[config.mk]
export PLATFORM = sky130hd
export DESIGN_NAME = color_mapper
export DESIGN_NICKNAME = d
export VERILOG_FILES = /design/src/display_geom_pkg.sv /design/src/pixel_color_pkg.sv /design/src/color_mapper.sv /design/src/enemy_scan.sv /design/src/lives_hud.sv /design/src/pixel_priority.sv /design/src/player_scan.sv
export VERILOG_INCLUDE_DIRS = /design/src
export SDC_FILE = /design/constraint.sdc
export NUM_CORES = 1
export LEC_CHECK = 0
export BUFFER_PORTS_ARGS = -buffer_cell sky130_fd_sc_hd__buf_4
export CORE_AREA = 5 5 203 205
export CTS_CLUSTER_DIAMETER = 60
export DETAILED_ROUTE_END_ITERATION = 10
export DIE_AREA = 0 0 208 210
export PLACE_DENSITY_LB_ADDON = 0.15
export SYNTH_ARGS = -nofsm -noshare
export SYNTH_HDL_FRONTEND = slang
export SYNTH_SLANG_ARGS = --single-unit
[constraint.sdc]
create_clock -name clk -period 11.07 [get_ports clk]
set_input_delay 1.6605 -clock clk [delete_from_list [all_inputs] [get_ports clk]]
set_output_delay 1.6605 -clock clk [all_outputs]
set_load 0.02 [all_outputs]
[src/color_mapper_cfg.svh]
// colour mapper configuration
// screen geometry, object counts and sizes, heart glyph and fixed colours

`ifndef COLOR_MAPPER_CFG_SVH
`define COLOR_MAPPER_CFG_SVH

// ----------------------------------------
// screen and object counts
// ----------------------------------------
`define COORD_W         10
`define NUM_ENEMIES     12
`define NUM_LASERS      4

// ----------------------------------------
// object sizes in pixels
// ----------------------------------------
`define ENEMY_SIZE      30
`define LASER_W         4
`define LASER_H         16

// heart glyph, 16 rows of 8 columns
`define LIVES_ROWS      16
`define GLYPH_W         8

// row r sits at bits r*8 upward, bit c set means column c is lit
`define HEART_GLYPH     128'h0000_0000_0000_183c_7eff_ffff_6600_0000

// ----------------------------------------
// colours
// ----------------------------------------
// sprite texel value that lets the background through
`define TRANSPARENT_KEY 24'hffc0cb

// heart foreground, pure red
`define LIFE_FG         12'hf00

`endif

[src/display_geom_pkg.sv]
// screen geometry types
// coordinates, enemy index and life count shared by the scanners

`default_nettype none

`include "color_mapper_cfg.svh"

package display_geom_pkg;

	// unsigned screen coordinate
	typedef logic [`COORD_W-1:0] coord_t;

	// wide enough for every enemy slot
	typedef logic [$clog2(`NUM_ENEMIES)-1:0] enemy_idx_t;

	// remaining lives, 0 to 3
	typedef logic [1:0] lives_t;

endpackage

`default_nettype wire

[src/pixel_color_pkg.sv]
// pixel colour types
// output channels, 12-bit rgb and the 24-bit sprite texel

`default_nettype none

package pixel_color_pkg;

	// one output channel of the vga dac
	typedef logic [3:0] chan_t;

	typedef struct packed {
		chan_t red;
		chan_t green;
		chan_t blue;
	} rgb_t;

	// sprite ram channels, 8 bits each
	typedef struct packed {
		logic [7:0] red;
		logic [7:0] green;
		logic [7:0] blue;
	} texel_ch_t;

	// compared whole against the key, displayed per channel
	typedef union packed {
		logic [23:0] word;
		texel_ch_t   ch;
	} texel_t;

endpackage

`default_nettype wire

[src/color_mapper.sv]
// colour mapper top level
// hit tests for enemies, player and lives hud feed the priority stage,
// the pixel comes out one clock after the scan position

`timescale 1ns/1ps

`include "color_mapper_cfg.svh"

`default_nettype none

module color_mapper
	import display_geom_pkg::*;
	import pixel_color_pkg::*;
(
	input  logic   clk,
	input  logic   rst_n,
	input  coord_t draw_x,
	input  coord_t draw_y,
	input  coord_t ship_x,
	input  coord_t ship_y,
	input  coord_t ship_size,
	input  coord_t laser_x [`NUM_LASERS],
	input  coord_t laser_y [`NUM_LASERS],
	input  logic   laser_en [`NUM_LASERS],
	input  coord_t enemy_x [`NUM_ENEMIES],
	input  coord_t enemy_y [`NUM_ENEMIES],
	input  logic   enemy_en [`NUM_ENEMIES],
	input  logic   enemy_explode [`NUM_ENEMIES],
	input  coord_t lives_x,
	input  coord_t lives_y,
	input  lives_t num_lives,
	input  rgb_t   bg_rgb,
	input  texel_t ship_texel,
	input  texel_t enemy_texel,
	input  texel_t explosion_texel,
	input  rgb_t   laser_rgb,
	input  logic   lose_game,
	input  logic   win_game,
	output chan_t  red,
	output chan_t  green,
	output chan_t  blue
);

	logic enemy_hit;
	logic enemy_exploding;
	logic ship_hit;
	logic laser_hit;
	logic lives_hit;
	rgb_t lives_rgb;

	// ----------------------------------------
	// object hit tests
	// ----------------------------------------
	enemy_scan u_enemy_scan (
		.draw_x          (draw_x),
		.draw_y          (draw_y),
		.enemy_x         (enemy_x),
		.enemy_y         (enemy_y),
		.enemy_en        (enemy_en),
		.enemy_explode   (enemy_explode),
		.enemy_hit       (enemy_hit),
		.enemy_exploding (enemy_exploding)
	);

	player_scan u_player_scan (
		.draw_x    (draw_x),
		.draw_y    (draw_y),
		.ship_x    (ship_x),
		.ship_y    (ship_y),
		.ship_size (ship_size),
		.laser_x   (laser_x),
		.laser_y   (laser_y),
		.laser_en  (laser_en),
		.ship_hit  (ship_hit),
		.laser_hit (laser_hit)
	);

	// hearts in the corner
	lives_hud u_lives_hud (
		.draw_x    (draw_x),
		.draw_y    (draw_y),
		.lives_x   (lives_x),
		.lives_y   (lives_y),
		.num_lives (num_lives),
		.lives_hit (lives_hit),
		.lives_rgb (lives_rgb)
	);

	// ----------------------------------------
	// final selection and output register
	// ----------------------------------------
	pixel_priority u_pixel_priority (
		.clk             (clk),
		.rst_n           (rst_n),
		.lose_game       (lose_game),
		.win_game        (win_game),
		.ship_hit        (ship_hit),
		.laser_hit       (laser_hit),
		.enemy_hit       (enemy_hit),
		.enemy_exploding (enemy_exploding),
		.lives_hit       (lives_hit),
		.lives_rgb       (lives_rgb),
		.bg_rgb          (bg_rgb),
		.laser_rgb       (laser_rgb),
		.ship_texel      (ship_texel),
		.enemy_texel     (enemy_texel),
		.explosion_texel (explosion_texel),
		.red             (red),
		.green           (green),
		.blue            (blue)
	);

endmodule

`default_nettype wire

[src/enemy_scan.sv]
// enemy hit test
// finds the lowest enabled enemy whose box holds the pixel
// and reports whether that enemy is currently exploding

`timescale 1ns/1ps

`include "color_mapper_cfg.svh"

`default_nettype none

module enemy_scan
	import display_geom_pkg::*;
(
	input  coord_t draw_x,
	input  coord_t draw_y,
	input  coord_t enemy_x [`NUM_ENEMIES],
	input  coord_t enemy_y [`NUM_ENEMIES],
	input  logic   enemy_en [`NUM_ENEMIES],
	input  logic   enemy_explode [`NUM_ENEMIES],
	output logic   enemy_hit,
	output logic   enemy_exploding
);

	logic [`NUM_ENEMIES-1:0] in_box;
	enemy_idx_t              hit_idx;

	// per-enemy box test, disabled slots never hit
	for (genvar i = 0; i < `NUM_ENEMIES; i++)
	begin : g_box
		assign in_box[i] = enemy_en[i] &&
			(draw_x >= enemy_x[i]) && (draw_x < enemy_x[i] + `ENEMY_SIZE) &&
			(draw_y >= enemy_y[i]) && (draw_y < enemy_y[i] + `ENEMY_SIZE);
	end

	// walk downward so the lowest index is written last
	always_comb
	begin
		hit_idx = '0;
		for (int i = `NUM_ENEMIES - 1; i >= 0; i--)
		begin
			if (in_box[i])
				hit_idx = enemy_idx_t'(i);
		end
	end

	assign enemy_hit = |in_box;

	// hit_idx stays 0 on a miss, so the lookup is always in range
	assign enemy_exploding = enemy_hit && enemy_explode[hit_idx];

endmodule

`default_nettype wire

[src/lives_hud.sv]
// lives display
// one heart glyph per remaining life, read from a small glyph rom

`timescale 1ns/1ps

`include "color_mapper_cfg.svh"

`default_nettype none

module lives_hud
	import display_geom_pkg::*;
	import pixel_color_pkg::*;
(
	input  coord_t draw_x,
	input  coord_t draw_y,
	input  coord_t lives_x,
	input  coord_t lives_y,
	input  lives_t num_lives,
	output logic   lives_hit,
	output rgb_t   lives_rgb
);

	localparam logic [`LIVES_ROWS*`GLYPH_W-1:0] HEART = `HEART_GLYPH;

	coord_t                         row_off;
	logic [$clog2(`LIVES_ROWS)-1:0] glyph_row;
	logic [`GLYPH_W-1:0]            glyph_bits;
	logic                           lit;

	// half-open box, zero width when no lives are left
	assign lives_hit = (draw_x >= lives_x) && (draw_x < lives_x + num_lives * `GLYPH_W) &&
		(draw_y >= lives_y) && (draw_y < lives_y + `LIVES_ROWS);

	assign row_off   = draw_y - lives_y;
	assign glyph_row = row_off[$clog2(`LIVES_ROWS)-1:0];

	// glyph rom
	always_comb
	begin
		case (glyph_row)
			0:  glyph_bits = HEART[0*`GLYPH_W +: `GLYPH_W];
			1:  glyph_bits = HEART[1*`GLYPH_W +: `GLYPH_W];
			2:  glyph_bits = HEART[2*`GLYPH_W +: `GLYPH_W];
			3:  glyph_bits = HEART[3*`GLYPH_W +: `GLYPH_W];
			4:  glyph_bits = HEART[4*`GLYPH_W +: `GLYPH_W];
			5:  glyph_bits = HEART[5*`GLYPH_W +: `GLYPH_W];
			6:  glyph_bits = HEART[6*`GLYPH_W +: `GLYPH_W];
			7:  glyph_bits = HEART[7*`GLYPH_W +: `GLYPH_W];
			8:  glyph_bits = HEART[8*`GLYPH_W +: `GLYPH_W];
			9:  glyph_bits = HEART[9*`GLYPH_W +: `GLYPH_W];
			10: glyph_bits = HEART[10*`GLYPH_W +: `GLYPH_W];
			11: glyph_bits = HEART[11*`GLYPH_W +: `GLYPH_W];
			12: glyph_bits = HEART[12*`GLYPH_W +: `GLYPH_W];
			13: glyph_bits = HEART[13*`GLYPH_W +: `GLYPH_W];
			14: glyph_bits = HEART[14*`GLYPH_W +: `GLYPH_W];
			default: glyph_bits = HEART[15*`GLYPH_W +: `GLYPH_W];
		endcase
	end

	// hearts sit on 8-pixel columns, so the low x bits pick the column
	assign lit = glyph_bits[draw_x[2:0]];

	assign lives_rgb = lit ? rgb_t'(`LIFE_FG) : rgb_t'('0);

endmodule

`default_nettype wire

[src/pixel_priority.sv]
// layer priority and output register
// picks the visible layer, applies the sprite transparency key
// and registers the final rgb pixel

`timescale 1ns/1ps

`include "color_mapper_cfg.svh"

`default_nettype none

module pixel_priority
	import pixel_color_pkg::*;
(
	input  logic   clk,
	input  logic   rst_n,
	input  logic   lose_game,
	input  logic   win_game,
	input  logic   ship_hit,
	input  logic   laser_hit,
	input  logic   enemy_hit,
	input  logic   enemy_exploding,
	input  logic   lives_hit,
	input  rgb_t   lives_rgb,
	input  rgb_t   bg_rgb,
	input  rgb_t   laser_rgb,
	input  texel_t ship_texel,
	input  texel_t enemy_texel,
	input  texel_t explosion_texel,
	output chan_t  red,
	output chan_t  green,
	output chan_t  blue
);

	rgb_t pix_next;
	rgb_t pix_q;

	// background where the texel matches the key, else top nibbles
	function automatic rgb_t keyed(input texel_t t, input rgb_t bg);
		rgb_t c;
		if (t.word == `TRANSPARENT_KEY)
			c = bg;
		else
		begin
			c.red   = t.ch.red[7:4];
			c.green = t.ch.green[7:4];
			c.blue  = t.ch.blue[7:4];
		end
		return c;
	endfunction

	// ----------------------------------------
	// layer select, first match wins
	// ----------------------------------------
	always_comb
	begin
		if (lose_game || win_game)
			pix_next = bg_rgb;
		else if (ship_hit)
			pix_next = keyed(ship_texel, bg_rgb);
		else if (laser_hit)
			pix_next = laser_rgb;
		else if (enemy_hit && enemy_exploding)
			pix_next = keyed(explosion_texel, bg_rgb);
		else if (enemy_hit)
			pix_next = keyed(enemy_texel, bg_rgb);
		else if (lives_hit)
			pix_next = lives_rgb;
		else
			pix_next = bg_rgb;
	end

	// single pipeline stage
	always_ff @(posedge clk)
	begin
		if (!rst_n)
			pix_q <= '0;
		else
			pix_q <= pix_next;
	end

	assign red   = pix_q.red;
	assign green = pix_q.green;
	assign blue  = pix_q.blue;

endmodule

`default_nettype wire

[src/player_scan.sv]
// player hit test
// ship square and the four player laser boxes

`timescale 1ns/1ps

`include "color_mapper_cfg.svh"

`default_nettype none

module player_scan
	import display_geom_pkg::*;
(
	input  coord_t draw_x,
	input  coord_t draw_y,
	input  coord_t ship_x,
	input  coord_t ship_y,
	input  coord_t ship_size,
	input  coord_t laser_x [`NUM_LASERS],
	input  coord_t laser_y [`NUM_LASERS],
	input  logic   laser_en [`NUM_LASERS],
	output logic   ship_hit,
	output logic   laser_hit
);

	coord_t                 dist_x;
	coord_t                 dist_y;
	logic [`NUM_LASERS-1:0] laser_box;

	// ----------------------------------------
	// ship
	// ----------------------------------------
	// 10-bit differences wrap when left of or above the ship
	assign dist_x = draw_x - ship_x;
	assign dist_y = draw_y - ship_y;

	// inclusive on both ends
	assign ship_hit = (dist_x <= ship_size) && (dist_y <= ship_size);

	// ----------------------------------------
	// lasers
	// ----------------------------------------
	for (genvar i = 0; i < `NUM_LASERS; i++)
	begin : g_laser
		assign laser_box[i] = laser_en[i] &&
			(draw_x >= laser_x[i]) && (draw_x < laser_x[i] + `LASER_W) &&
			(draw_y >= laser_y[i]) && (draw_y < laser_y[i] + `LASER_H);
	end

	assign laser_hit = |laser_box;

endmodule

`default_nettype wire

==> results.txt, run 1 <==
----------------------------------------------------
[Status]
  Result of the run ... finished clean

[STA]
  Headroom to the max-slew limit ... 28.6%
  Total negative setup slack ... 0 ns
  Final hold violation count ... 0
  Final period util ... between 50% and 60%
  Total of endpoints with negative setup slack in the final report ... 0
  Max frequency ... roughly 0.16 GHz
  Clock period minus worst slack ... 6.17 ns
  RSZ-0062 raised after global routing ... no
  Tightest Pin Transition ... 1.06 ns
  Setup slack of the critical path after layout ... 4.90 ns
  Final slew viol count ... 0

[Cells and area]
  Area grow syn2layout ... 22.8%
  Commonest cells after routing, fill and taps aside ... sky130_fd_sc_hd__ha_1 (698), sky130_fd_sc_hd__buf_4 (533), sky130_fd_sc_hd__inv_1 (392)
  Commonest non-fill, non-tap cell in the layout ... sky130_fd_sc_hd__ha_1
  Fraction of layout instances using a drive strength above 1 ... 17.5%
  Post-layout instance count excluding filler cells ... 3756
  Filler Cell Count ... 3489
  Net count, final ... 4441
  Final cell area excluding filler cells ... 0.0256 mm2
  Area of the multi-input gates ... 0.0191 mm2
  Sequential cell area ... 240 um2

[Detailed routing]
  DRC Markers ... 0
  Post-detailed-routing wire length ... between 70 and 80 mm
  DR WL/cell ... 20.3 um
  Post-route met1 wirelength ... ~33 mm
  Number of vias in the routed layout ... 22400
  Number of violations reported at the end of detailed-routing iteration 0 ... 1508
  Antenna viol nets, final ... 0
  Number of vias per cell after detailed routing ... 5.98
  Met2 wirelength from detailed routing ... 35.0 mm
  Length of the first detailed-routing pass in iterations ... 5
  Met3 wirelength from detailed routing ... ~6 mm
  Max Used Layer ... met5

[Logic synthesis]
  Post-synthesis instance total ... 2687
  Average size of a mapped cell ... 7.75 um2
  Nets in the synthesized netlist ... just under 4000
  Yosys warns ... 0
  Most used flip-flop cell after synthesis ... sky130_fd_sc_hd__dfxtp_1
  Share of synthesized registers carrying an async set or reset ... 0%
  Number of enable-type register cells in the synthesized netlist ... 0
  Distinct cells, synth ... 88
  Synthesized cell area ... 0.0208 mm2
  Flops & latches, synth ... 12
  Share of synthesized area occupied by flip-flops and latches ... ~1.2%

[Critical path]
  Stage delay of the slowest cell on the critical path ... 0.64 ns
  Worst path cell trace ... buf_4 -> ha_1 -> a2111oi_0 -> nand2_1 -> a21oi_1 -> o21ai_0 -> o2111a_1 -> and2_1 -> nor3_1 -> and3_1 -> mux2_1 -> o41ai_4 -> o21ai_1 -> a221oi_2
  CP Data Arrival Time ... 6.32 ns
  Crit-path slowest cell ... sky130_fd_sc_hd__and3_1
  CP Capture Type ... flip-flop
  CP Data Required Time ... 11.22 ns
  Worst Path Class, Setup ... in -> reg
  Startpoint class of the critical path ... input port
  Cell family with most CP delay ... compound AO/OA/AOI/OAI gates
  Crit Path Max Fanout ... 35
  Critical path buffer and inverter count ... 1

[Clock tree]
  CTS sink cnt ... 12
  Cell chosen for the clock root ... sky130_fd_sc_hd__clkbuf_16
  Maximum buffer depth of the clock tree ... 2
  Max H-tree Level ... 1
  Post-CTS Setup Repair Bufs ... 0
  Inserted Clock Buffers ... 3
  Quantity of gates resized following cts ... 0
  Count of hold-fix buffers inserted at cts ... 0
  TritonCTS clock tree ... yes
  Clock slew at reported path FFs ... 0.05 ns

[Global routing]
  First-pass GRT wire length ... 118 mm
  Sum of overflow across all layers after global routing ... 0
  Via count of the first global-routing pass ... 22800
  Largest net degree at the start of global routing ... 38
  Overall track demand over capacity in global routing ... between 30% and 40%
  Antenna violations before repair ... 16

[Job]
  Max-capacitance violation count ... 0

[Floorplan]
  Initial core utilization ... 53.0%
  Area inside the core boundary ... 0.0393 mm2
  Die width ... roughly 210 um
  I/O pin count ... 532
  Row Count ... 73
  Die footprint ... 0.0437 mm2
  Die Ht ... roughly 210 um

[Hold path]
  Path category of the worst min-delay check ... in -> reg

[Place]
  Gp weighted congestion ... 1.02
  HPWL reported at the end of detailed placement ... 63.9 mm
  Count of buffers from port buffering ... 531
  Setup slack at placement ... a little under 5 ns
  Post-place instance area ... 0.0255 mm2
  Number of cells after detailed placement ... around 3700

[Pwr]
  Power density over the cells ... between 50 and 60 mW/mm2
  IR Drop Worst-Case VDD ... 46.5 uV
  LEAKAGE ... around 14 nW

----------------------------------------------------
[synth_stat cells (5+ instances only)]
cell | instances | area [um2]
sky130_fd_sc_hd__a41oi_1 | 8 | 70.1
sky130_fd_sc_hd__o2111a_1 | 5 | 56.3
sky130_fd_sc_hd__dfxtp_1 | 12 | 240
sky130_fd_sc_hd__nor2_1 | 96 | 360
sky130_fd_sc_hd__a211o_1 | 19 | 166
sky130_fd_sc_hd__a221oi_1 | 6 | 52.6
sky130_fd_sc_hd__o21ai_0 | 119 | 596
sky130_fd_sc_hd__nand4_1 | 67 | 419
sky130_fd_sc_hd__nand4b_1 | 7 | 61.3
sky130_fd_sc_hd__and4_1 | 6 | 52.6
sky130_fd_sc_hd__inv_1 | 392 | 1470
sky130_fd_sc_hd__nor3b_1 | 6 | 45.0
sky130_fd_sc_hd__a21o_1 | 70 | 526
sky130_fd_sc_hd__o211ai_1 | 45 | 338
sky130_fd_sc_hd__o41ai_1 | 5 | 43.8
sky130_fd_sc_hd__nand2_1 | 110 | 413
sky130_fd_sc_hd__nand2b_1 | 30 | 188
sky130_fd_sc_hd__o21ai_1 | 6 | 30.0
sky130_fd_sc_hd__o21a_1 | 69 | 518
sky130_fd_sc_hd__a2111oi_0 | 18 | 158
sky130_fd_sc_hd__a22oi_1 | 7 | 52.6
sky130_fd_sc_hd__nor4_1 | 22 | 138
sky130_fd_sc_hd__and3_1 | 34 | 213
sky130_fd_sc_hd__a211oi_1 | 27 | 203
sky130_fd_sc_hd__o22ai_1 | 25 | 156
sky130_fd_sc_hd__o211a_1 | 5 | 50.1
sky130_fd_sc_hd__or4_1 | 10 | 75.1
sky130_fd_sc_hd__a31oi_1 | 26 | 163
sky130_fd_sc_hd__o221ai_1 | 5 | 43.8
sky130_fd_sc_hd__o311a_1 | 6 | 60.1
sky130_fd_sc_hd__nand3_1 | 77 | 385
sky130_fd_sc_hd__xnor2_1 | 225 | 1970
sky130_fd_sc_hd__a21oi_1 | 166 | 831
sky130_fd_sc_hd__nor2b_1 | 31 | 194
sky130_fd_sc_hd__xor2_1 | 9 | 78.8
sky130_fd_sc_hd__nor3_1 | 83 | 415
sky130_fd_sc_hd__o31ai_1 | 16 | 120
sky130_fd_sc_hd__o21bai_1 | 18 | 135
sky130_fd_sc_hd__o2111ai_1 | 13 | 114
sky130_fd_sc_hd__ha_1 | 698 | 8730
sky130_fd_sc_hd__o221a_1 | 8 | 90.1
[worst paths after layout]
path                      from                  endpoint  slack, ns  depth (start not counted)
setup / recovery     draw_y[5]  u_pixel_priority.blue[0]       4.90                         14
hold / removal    laser_rgb[3]  u_pixel_priority.blue[3]       1.68                          2
[through the flow]
step	hold slack [ns]	power (W)	util, %
2_1_floorplan	1.83	0.000761	-
3_3_place_gp	1.93	0.00116	64.8
3_5_place_dp	1.93	0.00121	64.8
4_1_cts	1.68	0.00129	65.0
5_1_grt	1.68	0.00145	65.1
6_report	1.68	0.00130	65.1
[layout make-up]
| type | count | area share, % |
|---|---|---|
| multi-input combinational | 2276 | 74.6 |
| timing repair buffer | 533 | 15.6 |
| inverter | 393 | 5.77 |
| tap | 525 | 2.57 |
| sequential | 12 | 0.939 |
| clock buffer | 4 | 0.347 |
| antenna | 13 | 0.127 |
[layer usage]
layer | GRT usage [%] | up-vias
met4 | 11.5 | 8
met3 | 6.00 | 160
met1 | 41.5 | 10500
li1 | - | 11000
met2 | 55.3 | 785
met5 | 0 | -
[flip-flops by register name (all words and copies together), names as in the netlist]
register,flops
u_pixel_priority.red,4
u_pixel_priority.blue,4
u_pixel_priority.green,4
[power by group]
group	switching [W]	total, W	internal [W]
Clock	0.0000205	0.0000752	0.0000547
Sequential	0.00000272	0.0000524	0.0000497
Combinational	0.000632	0.00118	0.000544
Total	0.000655	0.00130	0.000648
[cells by family (layout without fill, tap and decap cells)]
logic type	Yosys count	in the layout	synth area share (%)
compound gates	733	733	24.1
mux	1	1	0.0541
other cells	0	13	0
fa+ha+maj	702	702	42.3
flops	12	12	1.15
buf+inv	399	930	7.23
xor+xnor	234	234	9.84
simple gates	606	606	15.4
(Power assumes the default switching activity.)
==> run 2: changes to the inputs <==
--- a/config.mk
+++ b/config.mk
@@ -6,11 +6,12 @@
 export SDC_FILE = /design/constraint.sdc
 export NUM_CORES = 1
 export LEC_CHECK = 0
+export ABC_AREA = 1
 export BUFFER_PORTS_ARGS = -buffer_cell sky130_fd_sc_hd__buf_4
-export CORE_AREA = 5 5 203 205
+export CORE_MARGIN = 5
+export CORE_UTILIZATION = 57
 export CTS_CLUSTER_DIAMETER = 60
 export DETAILED_ROUTE_END_ITERATION = 10
-export DIE_AREA = 0 0 208 210
 export PLACE_DENSITY_LB_ADDON = 0.15
 export SYNTH_ARGS = -nofsm -noshare
 export SYNTH_HDL_FRONTEND = slang
==> constraint.sdc (replaced) <==
create_clock -name clk -period 5.7 [get_ports clk]
set_input_delay 0.855 -clock clk [delete_from_list [all_inputs] [get_ports clk]]
set_output_delay 0.855 -clock clk [all_outputs]
set_load 0.02 [all_outputs]
==> run 2 against run 1 <==
Net effect: wire length decreased by 6.1%; first-iteration DRC count decreased by 6.4%; die area decreased by 2.8%; global-route usage decreased by 0.64 points; worst setup slack got worse by 3.9 ns; synthesized cell count increased by 22%; critical path depth increased by 21; final cell count increased by 15%; non-clock buffer count increased by 20; largest power group unchanged.
==> results.txt, run 2 <==
----------------------------------------------------
[Critical path]
  Crit Path Max Fanout ... 13 (-63%)
  CP startpoint ... enemy_x[1]
  Startpoint class of the critical path ... input port
  CP Data Required Time ... 5.81 ns (-5.41 ns)
  CP dominant cell by count ... sky130_fd_sc_hd__nand2_1
  CP Capture Type ... flip-flop
  CP Data Arrival Time ... 4.80 ns (-1.52 ns)
  Stage delay of the slowest cell on the critical path ... 0.37 ns (-0.27 ns)
  Worst Path Class, Setup ... in -> reg
  Termination of the worst setup path ... u_pixel_priority.green[2]
  Crit-path slowest cell ... sky130_fd_sc_hd__nand2_2

[Clock tree]
  Post-CTS Setup Repair Bufs ... 0 (unchanged)
  Inserted Clock Buffers ... 3 (unchanged)
  Maximum buffer depth of the clock tree ... 2 (unchanged)
  CTS sink cnt ... 12 (unchanged)
  Count of hold-fix buffers inserted at cts ... 0 (unchanged)
  Max H-tree Level ... 1 (unchanged)
  TritonCTS clock tree ... yes
  Quantity of gates resized following cts ... 0 (unchanged)
  Cell chosen for the clock root ... sky130_fd_sc_hd__clkbuf_16
  Clock slew at reported path FFs ... 0.05 ns (about the same)

[STA]
  Max frequency ... 0.213 GHz
  Total negative setup slack ... 0 ns (unchanged)
  Final slew viol count ... 0 (unchanged)
  Tightest Pin Transition ... 0.742 ns (-0.319 ns)
  Clock period minus worst slack ... 4.69 ns
  Headroom to the max-slew limit ... 50.4% (+22 points)
  Total of endpoints with negative setup slack in the final report ... 0 (unchanged)
  Final period util ... 82.3%
  Final hold violation count ... 0 (unchanged)
  Worst hold margin ... 0.927 ns (-0.754 ns)
  RSZ-0062 raised after global routing ... no

[Logic synthesis]
  Yosys warns ... 0 (unchanged)
  Count leader, synth ... sky130_fd_sc_hd__ha_1
  Library cell occupying the most area in the post-synthesis netlist ... sky130_fd_sc_hd__ha_1
  Share of synthesized registers carrying an async set or reset ... 0% (unchanged)
  Most used flip-flop cell after synthesis ... sky130_fd_sc_hd__dfxtp_1
  Synthesized cell area ... 0.0219 mm2 (+5.2%)
  Share of the synthesized area in the top cell type ... 39.9% (-2.1 points)
  Nets in the synthesized netlist ... 4491 (+15%)
  Leading post-synthesis cells by instance count ... sky130_fd_sc_hd__ha_1 (698), sky130_fd_sc_hd__nand2_1 (535), sky130_fd_sc_hd__inv_1 (514), sky130_fd_sc_hd__a21oi_1 (281), sky130_fd_sc_hd__nor2_1 (269)
  Distinct cells, synth ... 62 (-30%)
  Post-synthesis instance total ... 3269 (+22%)
  Average size of a mapped cell ... 6.70 um2 (-14%)
  Number of enable-type register cells in the synthesized netlist ... 0 (unchanged)
  Cell types with the largest area share after synthesis ... sky130_fd_sc_hd__ha_1 (40%), sky130_fd_sc_hd__nand2_1 (9.2%), sky130_fd_sc_hd__inv_1 (8.8%)
  Flops & latches, synth ... 12 (unchanged)
  Share of synthesized area occupied by flip-flops and latches ... 1.10% (-0.057 points)

[Global routing]
  First-pass GRT wire length ... 111 mm (-5.9%)
  Antenna violations before repair ... 22 (+6)
  Sum of overflow across all layers after global routing ... 0 (unchanged)
  Largest net degree at the start of global routing ... 36 (-5.3%)
  Overall track demand over capacity in global routing ... 31.9% (-0.64 points)
  Via count of the first global-routing pass ... 22500 (-1.1%)

[Status]
  Result of the run ... finished clean

[Cells and area]
  Final cell area excluding filler cells ... 0.0267 mm2 (+4.5%)
  Core occupancy in the finished layout ... 70.6% (+5.5 points)
  Net count, final ... 5034 (+13%)
  Area grow syn2layout ... 22.0%
  Commonest non-fill, non-tap cell in the layout ... sky130_fd_sc_hd__ha_1
  Commonest cells after routing, fill and taps aside ... sky130_fd_sc_hd__ha_1 (698), sky130_fd_sc_hd__buf_4 (553), sky130_fd_sc_hd__nand2_1 (535)
  Post-layout instance count excluding filler cells ... 4336 (+15%)
  Fraction of layout instances using a drive strength above 1 ... 16.6% (-0.97 points)

[Floorplan]
  Initial core utilization ... 57.9% (+4.9 points)
  Die footprint ... 0.0425 mm2 (-2.8%)
  Die width ... 206 um (-0.92%)
  I/O pin count ... 532 (unchanged)
  Area inside the core boundary ... 0.0378 mm2 (-3.6%)
  Die Ht ... 206 um (-1.9%)
  Row Count ... 71 (-2.7%)

[Pwr]
  Sequential group share of total power ... 3.8% (-0.2 points)
  Portion of total power attributed to the clock network ... 5.7% (about the same)
  Share of power burned in combinational logic ... 90.5% (+0.3 points)
  Psw ... 0.00138 W (+110%)
  Switch share ... 53.3% (+3.0 points)
  Int Power ... 0.00121 W (+86%)
  LEAKAGE ... 15.2 nW (+12%)
  Power density over the cells ... 96.8 mW/mm2 (+90%)
  IR Drop Worst-Case VDD ... 97.5 uV (+110%)

[Detailed routing]
  Number of vias in the routed layout ... 23700 (+5.7%)
  Number of violations reported at the end of detailed-routing iteration 0 ... 1412 (-6.4%)
  DRC Markers ... 0 (unchanged)
  Antenna viol nets, final ... 0 (unchanged)
  Post-detailed-routing wire length ... 71.6 mm (-6.1%)
  Number of vias per cell after detailed routing ... 5.47 (-8.5%)
  Length of the first detailed-routing pass in iterations ... 6 (+1)
  DR WL/cell ... 16.5 um (-19%)

[Place]
  Gp weighted congestion ... 1.00 (-1.8%)
  Count of buffers from port buffering ... 531 (unchanged)
  Post-place instance area ... 0.0266 mm2 (+4.5%)
  HPWL reported at the end of detailed placement ... 61.6 mm (-3.6%)
  Number of cells after detailed placement ... 4318 (+15%)

[Job]
  Max-capacitance violation count ... 0 (unchanged)

[Hold path]
  Path category of the worst min-delay check ... in -> reg

----------------------------------------------------
[run 2: worst min-delay path by stage]
stage                     startpoint                   endpoint  slack (ns)  cells after the start
final                      bg_rgb[8]    u_pixel_priority.red[0]        0.93                      3
after global routing       bg_rgb[1]   u_pixel_priority.blue[1]        0.93                      3
after CTS                  bg_rgb[6]  u_pixel_priority.green[2]        0.93                      3
after detailed placement   bg_rgb[6]  u_pixel_priority.green[2]        1.18                      3
after global placement     bg_rgb[1]   u_pixel_priority.blue[1]        1.18                      3
after floorplan                rst_n    u_pixel_priority.red[0]        1.00                      2
[run 2: logic make-up (layout without fill, tap and decap cells)]
logic type / count (synthesis) / count (layout) / synth area share, %
AOI/OAI and AO/OA: 597 / 597 / 16.2
DFF: 12 / 12 / 1.10
and+or+nand+nor: 1178 / 1178 / 23.6
adders and majority gates: 702 / 702 / 40.2
xor gates and xnor gates: 231 / 231 / 9.23
other: 0 / 14 / 0
buffers and inverters: 549 / 1091 / 9.61
[run 2: power groups by stage]
stage / clock network [W] / registers [W] / logic (W)
after global placement: 0 / 0.0000990 / 0.00226
after floorplan: 0 / 0.000110 / 0.00148
after global routing: 0.000152 / 0.0000980 / 0.00268
after detailed placement: 0 / 0.0000990 / 0.00231
final: 0.000147 / 0.0000980 / 0.00234
after CTS: 0.000145 / 0.0000975 / 0.00233
[run 2: area by class of cell]
type                       instances  area, um2
multi-input combinational       2708      19600
fill                            3365      11100
timing repair buffer             553       4150
inverter                         534       2000
tap                              511        639
sequential                        12        240
clock buffer                       4       88.8
antenna                           14       35.0
[run 2: per-layer routing]
layer,up-vias,global-route usage [%],wire (um)
li1,12200,-,-
met1,10500,40.8,30100
met2,777,53.1,32100
met3,157,7.20,6810
met4,18,10.6,2520
met5,-,0,149
[run 2: critical path, delay by kind of cell]
| kind | cells | cell delay, ns |
|---|---|---|
| AOI/OAI and AO/OA | 4 | 0.63 |
| xor gates and xnor gates | 1 | 0.17 |
| adders and majority gates | 2 | 0.47 |
| buffers and inverters | 2 | 0.17 |
| and+or+nand+nor | 26 | 2.47 |
[run 2: through the flow]
stage / power (W) / setup WS [ns]
2_1_floorplan: 0.00159 / 1.12
6_report: 0.00259 / 1.01
3_3_place_gp: 0.00236 / 0.880
3_5_place_dp: 0.00241 / 0.814
4_1_cts: 0.00257 / 1.05
5_1_grt: 0.00293 / 0.579
==> run 3: changes to the inputs <==
--- a/config.mk
+++ b/config.mk
@@ -9,7 +9,7 @@
 export ABC_AREA = 1
 export BUFFER_PORTS_ARGS = -buffer_cell sky130_fd_sc_hd__buf_4
 export CORE_MARGIN = 5
-export CORE_UTILIZATION = 57
+export CORE_UTILIZATION = 52
 export CTS_CLUSTER_DIAMETER = 60
 export DETAILED_ROUTE_END_ITERATION = 10
 export PLACE_DENSITY_LB_ADDON = 0.15
==> constraint.sdc (replaced) <==
create_clock -name clk -period 4.3 [get_ports clk]
set_input_delay 0.645 -clock clk [delete_from_list [all_inputs] [get_ports clk]]
set_output_delay 0.645 -clock clk [all_outputs]
set_load 0.02 [all_outputs]
==> run 3 against run 2 <==
Net effect: non-clock buffer count up 59; critical path depth down 3; cell area up 2.6%; combinational power up 41%; power up 40%; critical path type unchanged; critical endpoint is now u_pixel_priority.green[3]; largest cell class unchanged; largest power group unchanged; highest routed layer unchanged.
==> results.txt, run 3 (synthesis gave the netlist of run 2 again) <==
----------------------------------------------------
[Status]
  Result of the run ... finished clean

[STA]
  Clock period minus worst slack ... 4.00 ns
  Total of endpoints with negative setup slack in the final report ... 0 (unchanged)
  Tightest Pin Transition ... 0.731 ns (-0.0113 ns)
  Max frequency ... 0.250 GHz
  Final slew viol count ... 0 (unchanged)
  Headroom to the max-slew limit ... 51.1% (+0.76 points)
  Worst hold margin ... 0.716 ns (-0.211 ns)
  Final period util ... 93.0%
  Final hold violation count ... 0 (unchanged)
  Total negative setup slack ... 0 ns (unchanged)

[Clock tree]
  Inserted Clock Buffers ... 3 (unchanged)
  Cell chosen for the clock root ... sky130_fd_sc_hd__clkbuf_16
  TritonCTS clock tree ... yes
  Post-CTS Setup Repair Bufs ... 0 (unchanged)
  Clock slew at reported path FFs ... 0.05 ns (about the same)
  CTS sink cnt ... 12 (unchanged)
  Max H-tree Level ... 1 (unchanged)
  Maximum buffer depth of the clock tree ... 2 (unchanged)

[Pwr]
  Power density over the cells ... 132 mW/mm2 (+36%)
  LEAKAGE ... 15.5 nW (+2.2%)
  IR Drop Worst-Case VDD ... 98.0 uV (+0.48%)

[Floorplan]
  Initial core utilization ... 52.4% (-5.5 points)
  I/O pin count ... 532 (unchanged)
  Area inside the core boundary ... 0.0419 mm2 (+11%)
  Die footprint ... 0.0463 mm2 (+9.1%)
  Row Count ... 75 (+5.6%)
  Die width ... 215 um (+4.5%)
  Die Ht ... 215 um (+4.5%)

[Detailed routing]
  Number of vias per cell after detailed routing ... 5.35 (-2.2%)
  Met3 wirelength from detailed routing ... 4.59 mm (-33%)
  Length of the first detailed-routing pass in iterations ... 7 (+1)
  Post-detailed-routing wire length ... 73.4 mm (+2.5%)
  DR WL/cell ... 16.6 um (+0.62%)
  Number of violations reported at the end of detailed-routing iteration 0 ... 1237 (-12%)
  Number of vias in the routed layout ... 23600 (-0.36%)
  Post-route met1 wirelength ... 33.9 mm (+13%)
  DRC Markers ... 0 (unchanged)
  Met2 wirelength from detailed routing ... 33.4 mm (+4.2%)
  Antenna viol nets, final ... 0 (unchanged)
  Max Used Layer ... met5

[Place]
  Count of buffers from port buffering ... 531 (unchanged)
  HPWL reported at the end of detailed placement ... 63.9 mm (+3.8%)
  Gp weighted congestion ... 1.00 (about the same)
  Post-place instance area ... 0.0272 mm2 (+2.3%)

[Cells and area]
  Filler Cell Count ... 3955 (+18%)
  Commonest cells after routing, fill and taps aside ... sky130_fd_sc_hd__ha_1 (697), sky130_fd_sc_hd__buf_4 (601), sky130_fd_sc_hd__nand2_1 (533)
  Final cell area excluding filler cells ... 0.0274 mm2 (+2.6%)
  Fraction of layout instances using a drive strength above 1 ... 18.5% (+1.9 points)
  Commonest non-fill, non-tap cell in the layout ... sky130_fd_sc_hd__ha_1
  Net count, final ... 5093 (+1.2%)
  Area grow syn2layout ... 25.1%

[Critical path]
  CP startpoint ... enemy_x[51]
  CP Data Arrival Time ... 4.17 ns (-0.63 ns)
  Startpoint class of the critical path ... input port
  CP Data Required Time ... 4.47 ns (-1.34 ns)
  CP dominant cell by count ... sky130_fd_sc_hd__nand2_1
  Crit Path Max Fanout ... 12 (-1)
  Stage delay of the slowest cell on the critical path ... 0.29 ns (-0.08 ns)
  Crit-path slowest cell ... sky130_fd_sc_hd__ha_1
  Termination of the worst setup path ... u_pixel_priority.green[3]
  Worst Path Class, Setup ... in -> reg
  CP Capture Type ... flip-flop

[Hold path]
  Worst Hold Launch ... bg_rgb[1]
  Path category of the worst min-delay check ... in -> reg

[Global routing]
  First-pass GRT wire length ... 116 mm (+4.2%)
  Largest net degree at the start of global routing ... 36 (unchanged)
  Antenna violations before repair ... 8 (-64%)
  Overall track demand over capacity in global routing ... 29.9% (-2.0 points)
  Sum of overflow across all layers after global routing ... 0 (unchanged)
  Via count of the first global-routing pass ... 22800 (+1.3%)

[Job]
  Max-capacitance violation count ... 0 (unchanged)

----------------------------------------------------
==> run 3: critical path, delay by kind of cell <==
family / cells / cell delay, ns
AND/OR/NAND/NOR: 24 / 2.27
buffers and inverters: 3 / 0.31
XOR/XNOR: 1 / 0.15
adder cells (fa/ha/maj): 2 / 0.52
AO/OA/AOI/OAI: 2 / 0.27
==> run 3: worst min path at each step <==
stage / end / slack [ns] / cells after the start
after floorplan: u_pixel_priority.red[0] / 0.79 / 2
after global routing: u_pixel_priority.green[1] / 0.72 / 3
after detailed placement: u_pixel_priority.blue[1] / 0.97 / 3
final: u_pixel_priority.blue[1] / 0.72 / 3
after CTS: u_pixel_priority.blue[1] / 0.71 / 3
after global placement: u_pixel_priority.green[1] / 0.96 / 3
==> run 3: power by group <==
| group | switching, W | internal [W] | leakage [nW] |
|---|---|---|---|
| combinational | 0.00183 | 0.00147 | 15.4 |
| clock | 0.0000545 | 0.000141 | 0.0442 |
| sequential | 0.00000458 | 0.000124 | 0.0998 |
| total | 0.00188 | 0.00173 | 15.5 |
==> run 3: area by class of cell <==
type                       count  area (um2)  area share [%]
sequential                    12         240           0.876
tap                          539         674            2.46
antenna                        7        17.5          0.0639
timing repair buffer         612        4720            17.2
inverter                     534        2010            7.35
clock buffer                   4        88.8           0.324
multi-input combinational   2708       19700            71.7
==> run 3: routing by layer <==
layer,vias to the layer above,GRT usage [%]
met5,-,0
met4,2,6.12
met3,85,3.83
met2,659,51.3
met1,10500,40.5
li1,12400,-
==> run 3: per-stage QoR <==
stage               total power (W)  worst slack [ns]  instances  utilization [%]
finish                      0.00362             0.300       4416             65.5
global route                0.00408           -0.0556       4415             65.5
CTS                         0.00358             0.192       4409             65.2
detailed placement          0.00336           -0.0603       4405             65.0
global placement            0.00332            0.0139       4405             65.0
floorplan                   0.00211            0.0288       3269                -
==> run 3: what timing repair did <==
| action | 4_1_cts | 5_1_grt |
|---|---|---|
| setup endpoints to repair | 0 | 12 |
| resized for setup | 0 | 32 |
| hold buffers | 0 | 0 |
